### config.mk
export PLATFORM = sky130hd
export DESIGN_NAME = csr_index_cfg_top
export DESIGN_NICKNAME = d
export VERILOG_FILES = /design/src/csr_index_cfg_pkg.sv /design/src/csr_index_cfg_window_filter.sv /design/src/csr_index_cfg_word_tracker.sv /design/src/csr_index_cfg_field_decoder.sv /design/src/csr_index_cfg_queue.sv /design/src/csr_index_cfg_top.sv
export VERILOG_INCLUDE_DIRS = /design/src
export SDC_FILE = /design/constraint.sdc
export NUM_CORES = 2
export LEC_CHECK = 0
export ABC_AREA = 0
export BUFFER_PORTS_ARGS = -buffer_cell sky130_fd_sc_hd__buf_2
export CAP_MARGIN = 25
export CORE_MARGIN = 8
export CORE_UTILIZATION = 55
export DETAILED_ROUTE_END_ITERATION = 7
export PLACE_DENSITY = 0.68
export SYNTH_ARGS = -nofsm -noshare
export SYNTH_HDL_FRONTEND = slang
export SYNTH_HIERARCHICAL = 1
export SYNTH_SLANG_ARGS = --single-unit
### constraint.sdc
create_clock -name ap_clk -period 44.2 [get_ports ap_clk]
set_clock_uncertainty 0.15 [all_clocks]
set_input_delay 11.05 -clock ap_clk [delete_from_list [all_inputs] [get_ports ap_clk]]
set_output_delay 11.05 -clock ap_clk [all_outputs]
set_load 0.01 [all_outputs]
### src/csr_index_cfg_settings.svh
// CSR index configuration settings

`ifndef CSR_INDEX_CFG_SETTINGS_SVH
`define CSR_INDEX_CFG_SETTINGS_SVH

// ---------------------------------------------------------
// Frame and response word geometry
// ---------------------------------------------------------
// Words per configuration frame
`define CSR_CFG_SEQ_WIDTH 16

`define CSR_CFG_DATA_W 32
`define CSR_CFG_OFFSET_W 16

// ---------------------------------------------------------
// Output queue
// ---------------------------------------------------------
`define CSR_CFG_QUEUE_DEPTH 16

// ---------------------------------------------------------
// Field widths inside the data words
// ---------------------------------------------------------
`define CSR_CFG_CACHE_W 4
// Ops mask is this squared
`define CSR_CFG_NUM_FIELDS 4
`define CSR_CFG_GRAN_W 5

`define CSR_CFG_CHANNEL_W 2
`define CSR_CFG_BUFFER_W 3

`endif

### src/csr_index_cfg_pkg.sv
// CSR index configuration types

`default_nettype none

`include "csr_index_cfg_settings.svh"

package csr_index_cfg_pkg;

    localparam int unsigned OPS_MASK_W = `CSR_CFG_NUM_FIELDS * `CSR_CFG_NUM_FIELDS;

    // One memory response as seen after the memory port
    typedef struct packed {
        logic [`CSR_CFG_OFFSET_W-1:0] offset;
        logic [`CSR_CFG_DATA_W-1:0]   data;
    } response_word_t;

    typedef logic [`CSR_CFG_SEQ_WIDTH-1:0] slot_onehot_t;

    // Increment sits in bit 0, parallel in bit 5
    typedef struct packed {
        logic mode_parallel;
        logic mode_break;
        logic mode_buffer;
        logic mode_sequence;
        logic decrement;
        logic increment;
    } index_flags_t;

    typedef struct packed {
        index_flags_t                   flags;
        logic [`CSR_CFG_DATA_W-1:0]     index_start;
        logic [`CSR_CFG_DATA_W-1:0]     index_end;
        logic [`CSR_CFG_DATA_W-1:0]     stride;
        logic [`CSR_CFG_GRAN_W-1:0]     granularity;
        logic                           direction;
        logic [`CSR_CFG_CHANNEL_W-1:0]  id_channel;
        logic [`CSR_CFG_BUFFER_W-1:0]   id_buffer;
        logic [`CSR_CFG_DATA_W-1:0]     array_size;
        logic [`CSR_CFG_NUM_FIELDS-1:0] const_mask;
        logic [`CSR_CFG_CACHE_W-1:0]    mode_cache;
        logic [`CSR_CFG_DATA_W-1:0]     const_value;
        logic [OPS_MASK_W-1:0]          ops_mask;
    } csr_index_config_t;

    // First word offset owned by an engine
    function automatic int unsigned window_base(input int unsigned window_index);
        return window_index * `CSR_CFG_SEQ_WIDTH;
    endfunction

endpackage

`default_nettype wire

### src/csr_index_cfg_window_filter.sv
// Response window filter

`timescale 1ns/1ps
`default_nettype none

`include "csr_index_cfg_settings.svh"

module csr_index_cfg_window_filter #(
    parameter int unsigned WINDOW_INDEX = 0
) (
    input  logic                                ap_clk,
    input  logic                                areset_csr_index_generator,
    input  logic                                response_valid,
    input  logic [`CSR_CFG_OFFSET_W-1:0]        response_offset,
    input  logic [`CSR_CFG_DATA_W-1:0]          response_data,
    output logic                                word_valid,
    output csr_index_cfg_pkg::response_word_t   word
);

    localparam int unsigned WIN_LO = csr_index_cfg_pkg::window_base(WINDOW_INDEX);
    localparam int unsigned WIN_HI = WIN_LO + `CSR_CFG_SEQ_WIDTH;

    logic                              valid_reg;
    csr_index_cfg_pkg::response_word_t word_reg;
    logic                              in_window;

    always_ff @(posedge ap_clk) begin
        if (areset_csr_index_generator) begin
            valid_reg <= 1'b0;
        end else begin
            valid_reg <= response_valid;
        end
    end

    // Payload travels without reset
    always_ff @(posedge ap_clk) begin
        word_reg.offset <= response_offset;
        word_reg.data   <= response_data;
    end

    // Base is inclusive, base plus frame width is not
    assign in_window  = (word_reg.offset >= WIN_LO) && (word_reg.offset < WIN_HI);
    assign word_valid = valid_reg & in_window;
    assign word       = word_reg;

endmodule

`default_nettype wire

### src/csr_index_cfg_word_tracker.sv
// One-hot configuration frame tracker

`timescale 1ns/1ps
`default_nettype none

`include "csr_index_cfg_settings.svh"

module csr_index_cfg_word_tracker #(
    parameter int unsigned WINDOW_INDEX = 0
) (
    input  logic                                ap_clk,
    input  logic                                areset_csr_index_generator,
    input  logic                                word_valid,
    input  csr_index_cfg_pkg::response_word_t   word,
    output logic                                slot_valid,
    output csr_index_cfg_pkg::slot_onehot_t     slot,
    output logic [`CSR_CFG_DATA_W-1:0]          slot_data,
    output logic                                frame_done
);

    localparam int unsigned BASE = csr_index_cfg_pkg::window_base(WINDOW_INDEX);
    localparam int unsigned LAST = `CSR_CFG_SEQ_WIDTH - 1;

    csr_index_cfg_pkg::slot_onehot_t frame_reg;
    csr_index_cfg_pkg::slot_onehot_t frame_next;
    logic                            tracker_idle;
    logic                            start_frame;

    // Last slot counts as idle since the frame ends on this edge
    assign tracker_idle = (frame_reg == '0) | frame_reg[LAST];
    assign start_frame  = word_valid & (word.offset == BASE) & tracker_idle;

    // ---------------------------------------------------------
    // Start at base word, shift once per accepted word
    // ---------------------------------------------------------
    always_comb begin
        if (start_frame) begin
            frame_next = csr_index_cfg_pkg::slot_onehot_t'(1);
        end else if (word_valid) begin
            frame_next = frame_reg << 1;
        end else if (frame_reg[LAST]) begin
            frame_next = '0;
        end else begin
            frame_next = frame_reg;
        end
    end

    always_ff @(posedge ap_clk) begin
        if (areset_csr_index_generator) begin
            frame_reg  <= '0;
            slot_valid <= 1'b0;
            frame_done <= 1'b0;
        end else begin
            frame_reg  <= frame_next;
            slot_valid <= word_valid & (frame_next != '0);
            frame_done <= frame_reg[LAST];
        end
    end

    always_ff @(posedge ap_clk) begin
        slot_data <= word.data;
    end

    assign slot = frame_reg;

    a_frame_onehot : assert property (@(posedge ap_clk) disable iff (areset_csr_index_generator)
        $onehot0(frame_reg))
        else $error("Frame register holds more than one slot");

endmodule

`default_nettype wire

### src/csr_index_cfg_field_decoder.sv
// Configuration record field decoder

`timescale 1ns/1ps
`default_nettype none

`include "csr_index_cfg_settings.svh"

module csr_index_cfg_field_decoder (
    input  logic                                  ap_clk,
    input  logic                                  areset_csr_index_generator,
    input  logic                                  slot_valid,
    input  csr_index_cfg_pkg::slot_onehot_t       slot,
    input  logic [`CSR_CFG_DATA_W-1:0]            slot_data,
    input  logic                                  frame_done,
    output logic                                  record_valid,
    output csr_index_cfg_pkg::csr_index_config_t  record
);

    localparam int unsigned MASK_W  = `CSR_CFG_NUM_FIELDS;
    localparam int unsigned CACHE_HI = MASK_W + `CSR_CFG_CACHE_W - 1;

    // Fields under assembly for the current frame
    csr_index_cfg_pkg::csr_index_config_t cfg_work;

    // ---------------------------------------------------------
    // Per-slot field writes
    // ---------------------------------------------------------
    always_ff @(posedge ap_clk) begin
        if (slot_valid) begin
            case (1'b1)
                slot[0]: cfg_work.flags <= csr_index_cfg_pkg::index_flags_t'(slot_data[5:0]);
                slot[1]: cfg_work.index_start <= slot_data;
                slot[2]: cfg_work.index_end <= slot_data;
                slot[3]: cfg_work.stride <= slot_data;
                slot[4]: begin
                    cfg_work.granularity <= slot_data[`CSR_CFG_GRAN_W-1:0];
                    cfg_work.direction   <= slot_data[`CSR_CFG_DATA_W-1];
                end
                slot[5]: cfg_work.id_channel <= slot_data[`CSR_CFG_CHANNEL_W-1:0];
                slot[6]: cfg_work.id_buffer <= slot_data[`CSR_CFG_BUFFER_W-1:0];
                slot[7]: cfg_work.array_size <= slot_data;
                slot[8]: begin
                    cfg_work.const_mask <= slot_data[MASK_W-1:0];
                    cfg_work.mode_cache <= slot_data[CACHE_HI:MASK_W];
                end
                slot[9]: cfg_work.const_value <= slot_data;
                slot[10]: begin
                    cfg_work.ops_mask <= slot_data[csr_index_cfg_pkg::OPS_MASK_W-1:0];
                end
                // Slots 11 to 15 only advance the frame
                default: begin
                end
            endcase
        end
    end

    // Snapshot lets the next frame start writing right away
    always_ff @(posedge ap_clk) begin
        if (frame_done) begin
            record <= cfg_work;
        end
    end

    always_ff @(posedge ap_clk) begin
        if (areset_csr_index_generator) begin
            record_valid <= 1'b0;
        end else begin
            record_valid <= frame_done;
        end
    end

endmodule

`default_nettype wire

### src/csr_index_cfg_queue.sv
// Configuration record output queue

`timescale 1ns/1ps
`default_nettype none

`include "csr_index_cfg_settings.svh"

module csr_index_cfg_queue (
    input  logic                                  ap_clk,
    input  logic                                  areset_csr_index_generator,
    input  logic                                  record_valid,
    input  csr_index_cfg_pkg::csr_index_config_t  record,
    input  logic                                  config_pop,
    output logic                                  config_valid,
    output csr_index_cfg_pkg::csr_index_config_t  config_out,
    output logic                                  queue_full,
    output logic                                  queue_empty
);

    localparam int unsigned DEPTH = `CSR_CFG_QUEUE_DEPTH;
    localparam int unsigned PTR_W = $clog2(DEPTH);
    localparam int unsigned CNT_W = $clog2(DEPTH + 1);
    localparam logic [CNT_W-1:0] FULL_COUNT = CNT_W'(DEPTH);

    csr_index_cfg_pkg::csr_index_config_t mem [DEPTH];
    logic [PTR_W-1:0] wr_ptr;
    logic [PTR_W-1:0] rd_ptr;
    logic [CNT_W-1:0] count;
    logic             push;
    logic             pop;

    // A record arriving while full is dropped
    assign push = record_valid & ~queue_full;
    assign pop  = config_pop & ~queue_empty;

    always_ff @(posedge ap_clk) begin
        if (areset_csr_index_generator) begin
            wr_ptr       <= '0;
            rd_ptr       <= '0;
            count        <= '0;
            config_valid <= 1'b0;
        end else begin
            config_valid <= pop;
            if (push) begin
                wr_ptr <= wr_ptr + 1'b1;
            end
            if (pop) begin
                rd_ptr <= rd_ptr + 1'b1;
            end
            case ({push, pop})
                2'b10:   count <= count + 1'b1;
                2'b01:   count <= count - 1'b1;
                default: count <= count;
            endcase
        end
    end

    always_ff @(posedge ap_clk) begin
        if (push) begin
            mem[wr_ptr] <= record;
        end
        if (pop) begin
            config_out <= mem[rd_ptr];
        end
    end

    assign queue_full  = (count == FULL_COUNT);
    assign queue_empty = (count == '0);

    a_no_push_when_full : assert property (@(posedge ap_clk)
        disable iff (areset_csr_index_generator) record_valid |-> !queue_full)
        else $error("Configuration record lost, queue full");

endmodule

`default_nettype wire

### src/csr_index_cfg_top.sv
// CSR index configuration capture top

`timescale 1ns/1ps
`default_nettype none

`include "csr_index_cfg_settings.svh"

module csr_index_cfg_top #(
    parameter int unsigned WINDOW_INDEX = 1
) (
    input  logic                                  ap_clk,
    input  logic                                  areset_csr_index_generator,
    input  logic                                  response_valid,
    input  logic [`CSR_CFG_OFFSET_W-1:0]          response_offset,
    input  logic [`CSR_CFG_DATA_W-1:0]            response_data,
    input  logic                                  config_pop,
    output logic                                  config_valid,
    output csr_index_cfg_pkg::csr_index_config_t  config_out,
    output logic                                  queue_full,
    output logic                                  queue_empty
);

    // ---------------------------------------------------------
    // Stage links
    // ---------------------------------------------------------
    logic                                 word_valid;
    csr_index_cfg_pkg::response_word_t    word;
    logic                                 slot_valid;
    csr_index_cfg_pkg::slot_onehot_t      slot;
    logic [`CSR_CFG_DATA_W-1:0]           slot_data;
    logic                                 frame_done;
    logic                                 record_valid;
    csr_index_cfg_pkg::csr_index_config_t record;

    csr_index_cfg_window_filter #(
        .WINDOW_INDEX(WINDOW_INDEX)
    ) i_window_filter (
        .ap_clk                     (ap_clk),
        .areset_csr_index_generator (areset_csr_index_generator),
        .response_valid             (response_valid),
        .response_offset            (response_offset),
        .response_data              (response_data),
        .word_valid                 (word_valid),
        .word                       (word)
    );

    csr_index_cfg_word_tracker #(
        .WINDOW_INDEX(WINDOW_INDEX)
    ) i_word_tracker (
        .ap_clk                     (ap_clk),
        .areset_csr_index_generator (areset_csr_index_generator),
        .word_valid                 (word_valid),
        .word                       (word),
        .slot_valid                 (slot_valid),
        .slot                       (slot),
        .slot_data                  (slot_data),
        .frame_done                 (frame_done)
    );

    csr_index_cfg_field_decoder i_field_decoder (
        .ap_clk                     (ap_clk),
        .areset_csr_index_generator (areset_csr_index_generator),
        .slot_valid                 (slot_valid),
        .slot                       (slot),
        .slot_data                  (slot_data),
        .frame_done                 (frame_done),
        .record_valid               (record_valid),
        .record                     (record)
    );

    csr_index_cfg_queue i_queue (
        .ap_clk                     (ap_clk),
        .areset_csr_index_generator (areset_csr_index_generator),
        .record_valid               (record_valid),
        .record                     (record),
        .config_pop                 (config_pop),
        .config_valid               (config_valid),
        .config_out                 (config_out),
        .queue_full                 (queue_full),
        .queue_empty                (queue_empty)
    );

endmodule

`default_nettype wire

==> impl_summary.txt <==
----------------------------------------------------
[Outcome]
  Run status ... complete, no violations

[Route]
  Antenna violation net count after detailed routing ... 0
  Routed len/inst ... 33.0 um
  First-pass iteration count of the detailed router ... 6
  Via-to-Cell Ratio ... approximately 6.4
  Number of design-rule violations left by the first detailed-router iteration ... slightly below 9000
  DRT Wirelength ... approximately 330 mm
  DR vias ... 64900
  Drt drc ... 0

[Placed design]
  Number of buffers inserted by port buffering ... 255
  DP Wirelength ... 161 mm
  Instance area at placement ... ~150000 um2
  Worst slack after detailed placement ... roughly 30000 ps
  Placer congestion estimate ... between 0.7 and 0.8

[Worst setup path]
  Depth of the most critical reg-to-reg path ... 6
  Highest-delay cell along the critical path ... sky130_fd_sc_hd__or4_1
  End of the critical path ... queue_empty
  Type of element capturing the critical path ... primary output
  Critical register-to-register path endpoint ... i_queue/config_out[80]$_DFFE_PP_
  CP startpoint ... i_queue/count[0]$_SDFFE_PP0P_
  Total buffers and inverters traversed by the critical path ... 1
  Worst endpoint required time ... 33000 ps
  Setup slack of the most critical reg-to-reg path ... around 39000 ps
  Ordered cell list for the critical path ... or4_1, nor2_1, buf_2
  Critical Path Max Stage Delay ... roughly 700 ps
  CP max FO ... 7
  Cell type group with the largest total delay on the critical path ... simple AND/OR/NAND/NOR gates
  Worst Path Arrival ... around 2400 ps
  Launch instance of the worst register-to-register path ... i_queue/rd_ptr[1]$_SDFFE_PP0P_
  Classification of the worst setup path ... flop to primary output
  Critical path depth ... 3
  Nature of the critical path startpoint ... flop

[Global route]
  Met1 demand-to-capacity share in global routing ... a little over a third
  First-pass GRT wire length ... about 470 mm
  Busiest layer in global routing ... met2
  Vias in the first global route ... ~66000
  Combined global-route utilization of all metal layers ... 24.1%
  Met3 Usage GRT ... under 10%
  Global-route congestion overflow total ... 0
  Routing usage on met2 ... roughly two fifths
  Largest net degree at the start of global routing ... ~170
  Number of antenna violations at the first check in global routing ... 40

[Run]
  Max-cap violation count ... 0

[Timing]
  Relative slew slack ... a little under a quarter
  Setup_tns ... 0 ps
  Number of failing hold endpoints at the final stage ... 0
  Final critical delay including setup and external delays ... ~14000 ps
  Worst slack on hold paths ... between 150 and 200 ps
  RSZ-0062 raised after global routing ... no
  Post-route worst setup slack ... about 31000 ps
  Number of endpoints failing setup at the final stage ... 0
  Period utilisation layout ... 30.7%
  Final max-slew violation count ... 0
  Slew at the pin closest to its max-slew limit ... approximately 1200 ps
  Max Clock Freq ... about 74 MHz

[Cells and area]
  Post-layout nets ... between 6000 and 7000
  Finished layout cell area ... 160000 um2
  Multi-input logic area ... ~23000 um2
  Register cell area after layout ... between 100000 and 150000 um2
  Largest register by flop count ... i_queue/mem
  Fraction of final layout cells with drive strength greater than 1 ... a little over a quarter
  Fill count ... 16800
  Max FFs per register ... approximately 3200
  Layout overhead on the synthesized area ... 13.1%

[Clocking]
  Hold Buf Count CTS ... 0
  Total clock sinks ... ~4000
  Number of instances resized during post-cts repair ... 0
  Buffer levels on the longest clock path ... 4
  Clk Tree Root Cell ... sky130_fd_sc_hd__clkbuf_16
  CTS H-tree depth ... 5
  Clock tree from TritonCTS ... done
  Insertion delay to the later sink of the worst-skew pair ... 1000 ps
  Clock slew seen by the registers of the worst setup and hold paths ... roughly 60 ps
  Number of post-CTS setup repair buffers ... 0
  TritonCTS buffer count ... approximately 400

[Synthesis]
  Net count of the mapped netlist ... approximately 5900
  Average footprint of a synthesized cell ... approximately 24 um2
  Area of the mapped netlist ... around 140000 um2
  Most instantiated library cell after synthesis ... sky130_fd_sc_hd__edfxtp_1
  Cell taking the most area after synthesis ... sky130_fd_sc_hd__edfxtp_1
  Share of Yosys cell area claimed by the top area cell type ... 81.0%
  Most numerous cell types in the synthesized netlist ... sky130_fd_sc_hd__edfxtp_1, sky130_fd_sc_hd__mux4_2, sky130_fd_sc_hd__a22oi_1
  Register bit total from synthesis ... between 3000 and 4000
  Count of cell types in the netlist ... 50
  Cell types occupying the most area after synthesis ... sky130_fd_sc_hd__edfxtp_1, sky130_fd_sc_hd__mux4_2, sky130_fd_sc_hd__a22oi_1
  Share of async-settable or async-resettable flops after synthesis ... 0%
  Post-synth top flop ... sky130_fd_sc_hd__edfxtp_1
  Total of warnings raised by yosys ... 6
  Sequential area share after synthesis ... roughly 83%
  Gate count of the mapped netlist ... 5836
  Number of flops mapped to enable cells by yosys ... 3819

[Pwr]
  Power consumption ... about 7.3 mW
  Power per standard cell area ... around 46 nW/um2
  Worst IR Drop VDD ... 47.2 uV
  Leakage ... a little under 50 nW

[Floorplanning]
  Starting Density ... 55.2%
  Vertical die dimension ... approximately 520 um
  Ports placed on the boundary ... ~260
  Area of the die ... between 200000 and 300000 um2
  Row count ... between 150 and 200
  Area of the core ... roughly 260000 um2
  Die width ... roughly 520 um

[Hold path]
  Hold Crit Class ... flop to flop

----------------------------------------------------
layout by cell type, fill, tap and decap left out, types with 57 or more instances in the layout:
master	n
sky130_fd_sc_hd__dfxtp_1	102
sky130_fd_sc_hd__a22oi_1	345
sky130_fd_sc_hd__edfxtp_1	3819
sky130_fd_sc_hd__buf_2	255
sky130_fd_sc_hd__nand2_1	180
sky130_fd_sc_hd__nor2_1	65
sky130_fd_sc_hd__mux4_2	799
sky130_fd_sc_hd__buf_4	120
sky130_fd_sc_hd__clkbuf_16	401
sky130_fd_sc_hd__o22ai_1	57
sky130_fd_sc_hd__clkbuf_1	74
sky130_fd_sc_hd__clkinv_2	62
sky130_fd_sc_hd__clkinv_1	75
logic make-up (layout without fill, tap and decap cells):
kind of cell | count (synthesis) | in the layout | synth area share, %
other | 0 | 38 | 0
adders and majority gates | 10 | 10 | 0.0937
buffers and inverters | 294 | 1122 | 1.06
DFF | 3933 | 3933 | 82.6
and+or+nand+nor | 342 | 342 | 1.10
muxes | 813 | 813 | 12.8
AOI/OAI and AO/OA | 437 | 437 | 2.24
xor gates and xnor gates | 7 | 7 | 0.0433
power breakdown:
part / internal [mW] / switching, mW / total [mW] / leakage (nW)
Sequential: 4.03 / 0.0101 / 4.04 / 35.3
Combinational: 0.00320 / 0.00862 / 0.0118 / 8.00
Clock: 1.90 / 1.35 / 3.26 / 6.14
Total: 5.94 / 1.37 / 7.31 / 49.4
per-layer routing:
layer,part of all wire [%],vias to the layer above,routed length [um]
li1,-,26000,-
met1,40,34900,132000
met2,49,3535,163000
met3,9.4,432,31200
met4,1.7,4,5810
met5,0.0081,-,27
layout make-up:
| type | count | area share, % |
|---|---|---|
| clock buffers | 493 | 6.60 |
| clock inverters | 212 | 1.27 |
| multi-input cells | 1609 | 14.5 |
| flip-flops and latches | 3933 | 73.1 |
| repair buffers | 406 | 1.79 |
| inverters | 11 | 0.0305 |
| diodes | 38 | 0.0594 |
| well taps | 3384 | 2.64 |
per-stage QoR:
step                util (%)  instances
global placement        57.3       9328
CTS                     62.3      10000
detailed placement      57.4       9336
finish                  62.4      10100
floorplan                  -       5836
global route            62.4      10100
how the worst min path moves through the flow:
stage	to	slack [ps]	cells past startpoint	start
after CTS	i_word_tracker/slot_data[7]$_DFF_P_	180	0	i_window_filter/word[7]$_DFF_P_
after global routing	i_word_tracker/slot_data[12]$_DFF_P_	180	0	i_window_filter/word[12]$_DFF_P_
final	i_word_tracker/slot_data[18]$_DFF_P_	160	0	i_window_filter/word[18]$_DFF_P_
after global placement	i_word_tracker/slot_data[1]$_DFF_P_	160	0	i_window_filter/word[1]$_DFF_P_
after floorplan	i_word_tracker/slot_data[0]$_DFF_P_	160	0	i_window_filter/word[0]$_DFF_P_
after detailed placement	i_word_tracker/slot_data[24]$_DFF_P_	160	0	i_window_filter/word[24]$_DFF_P_
(Power assumes the default switching activity.)
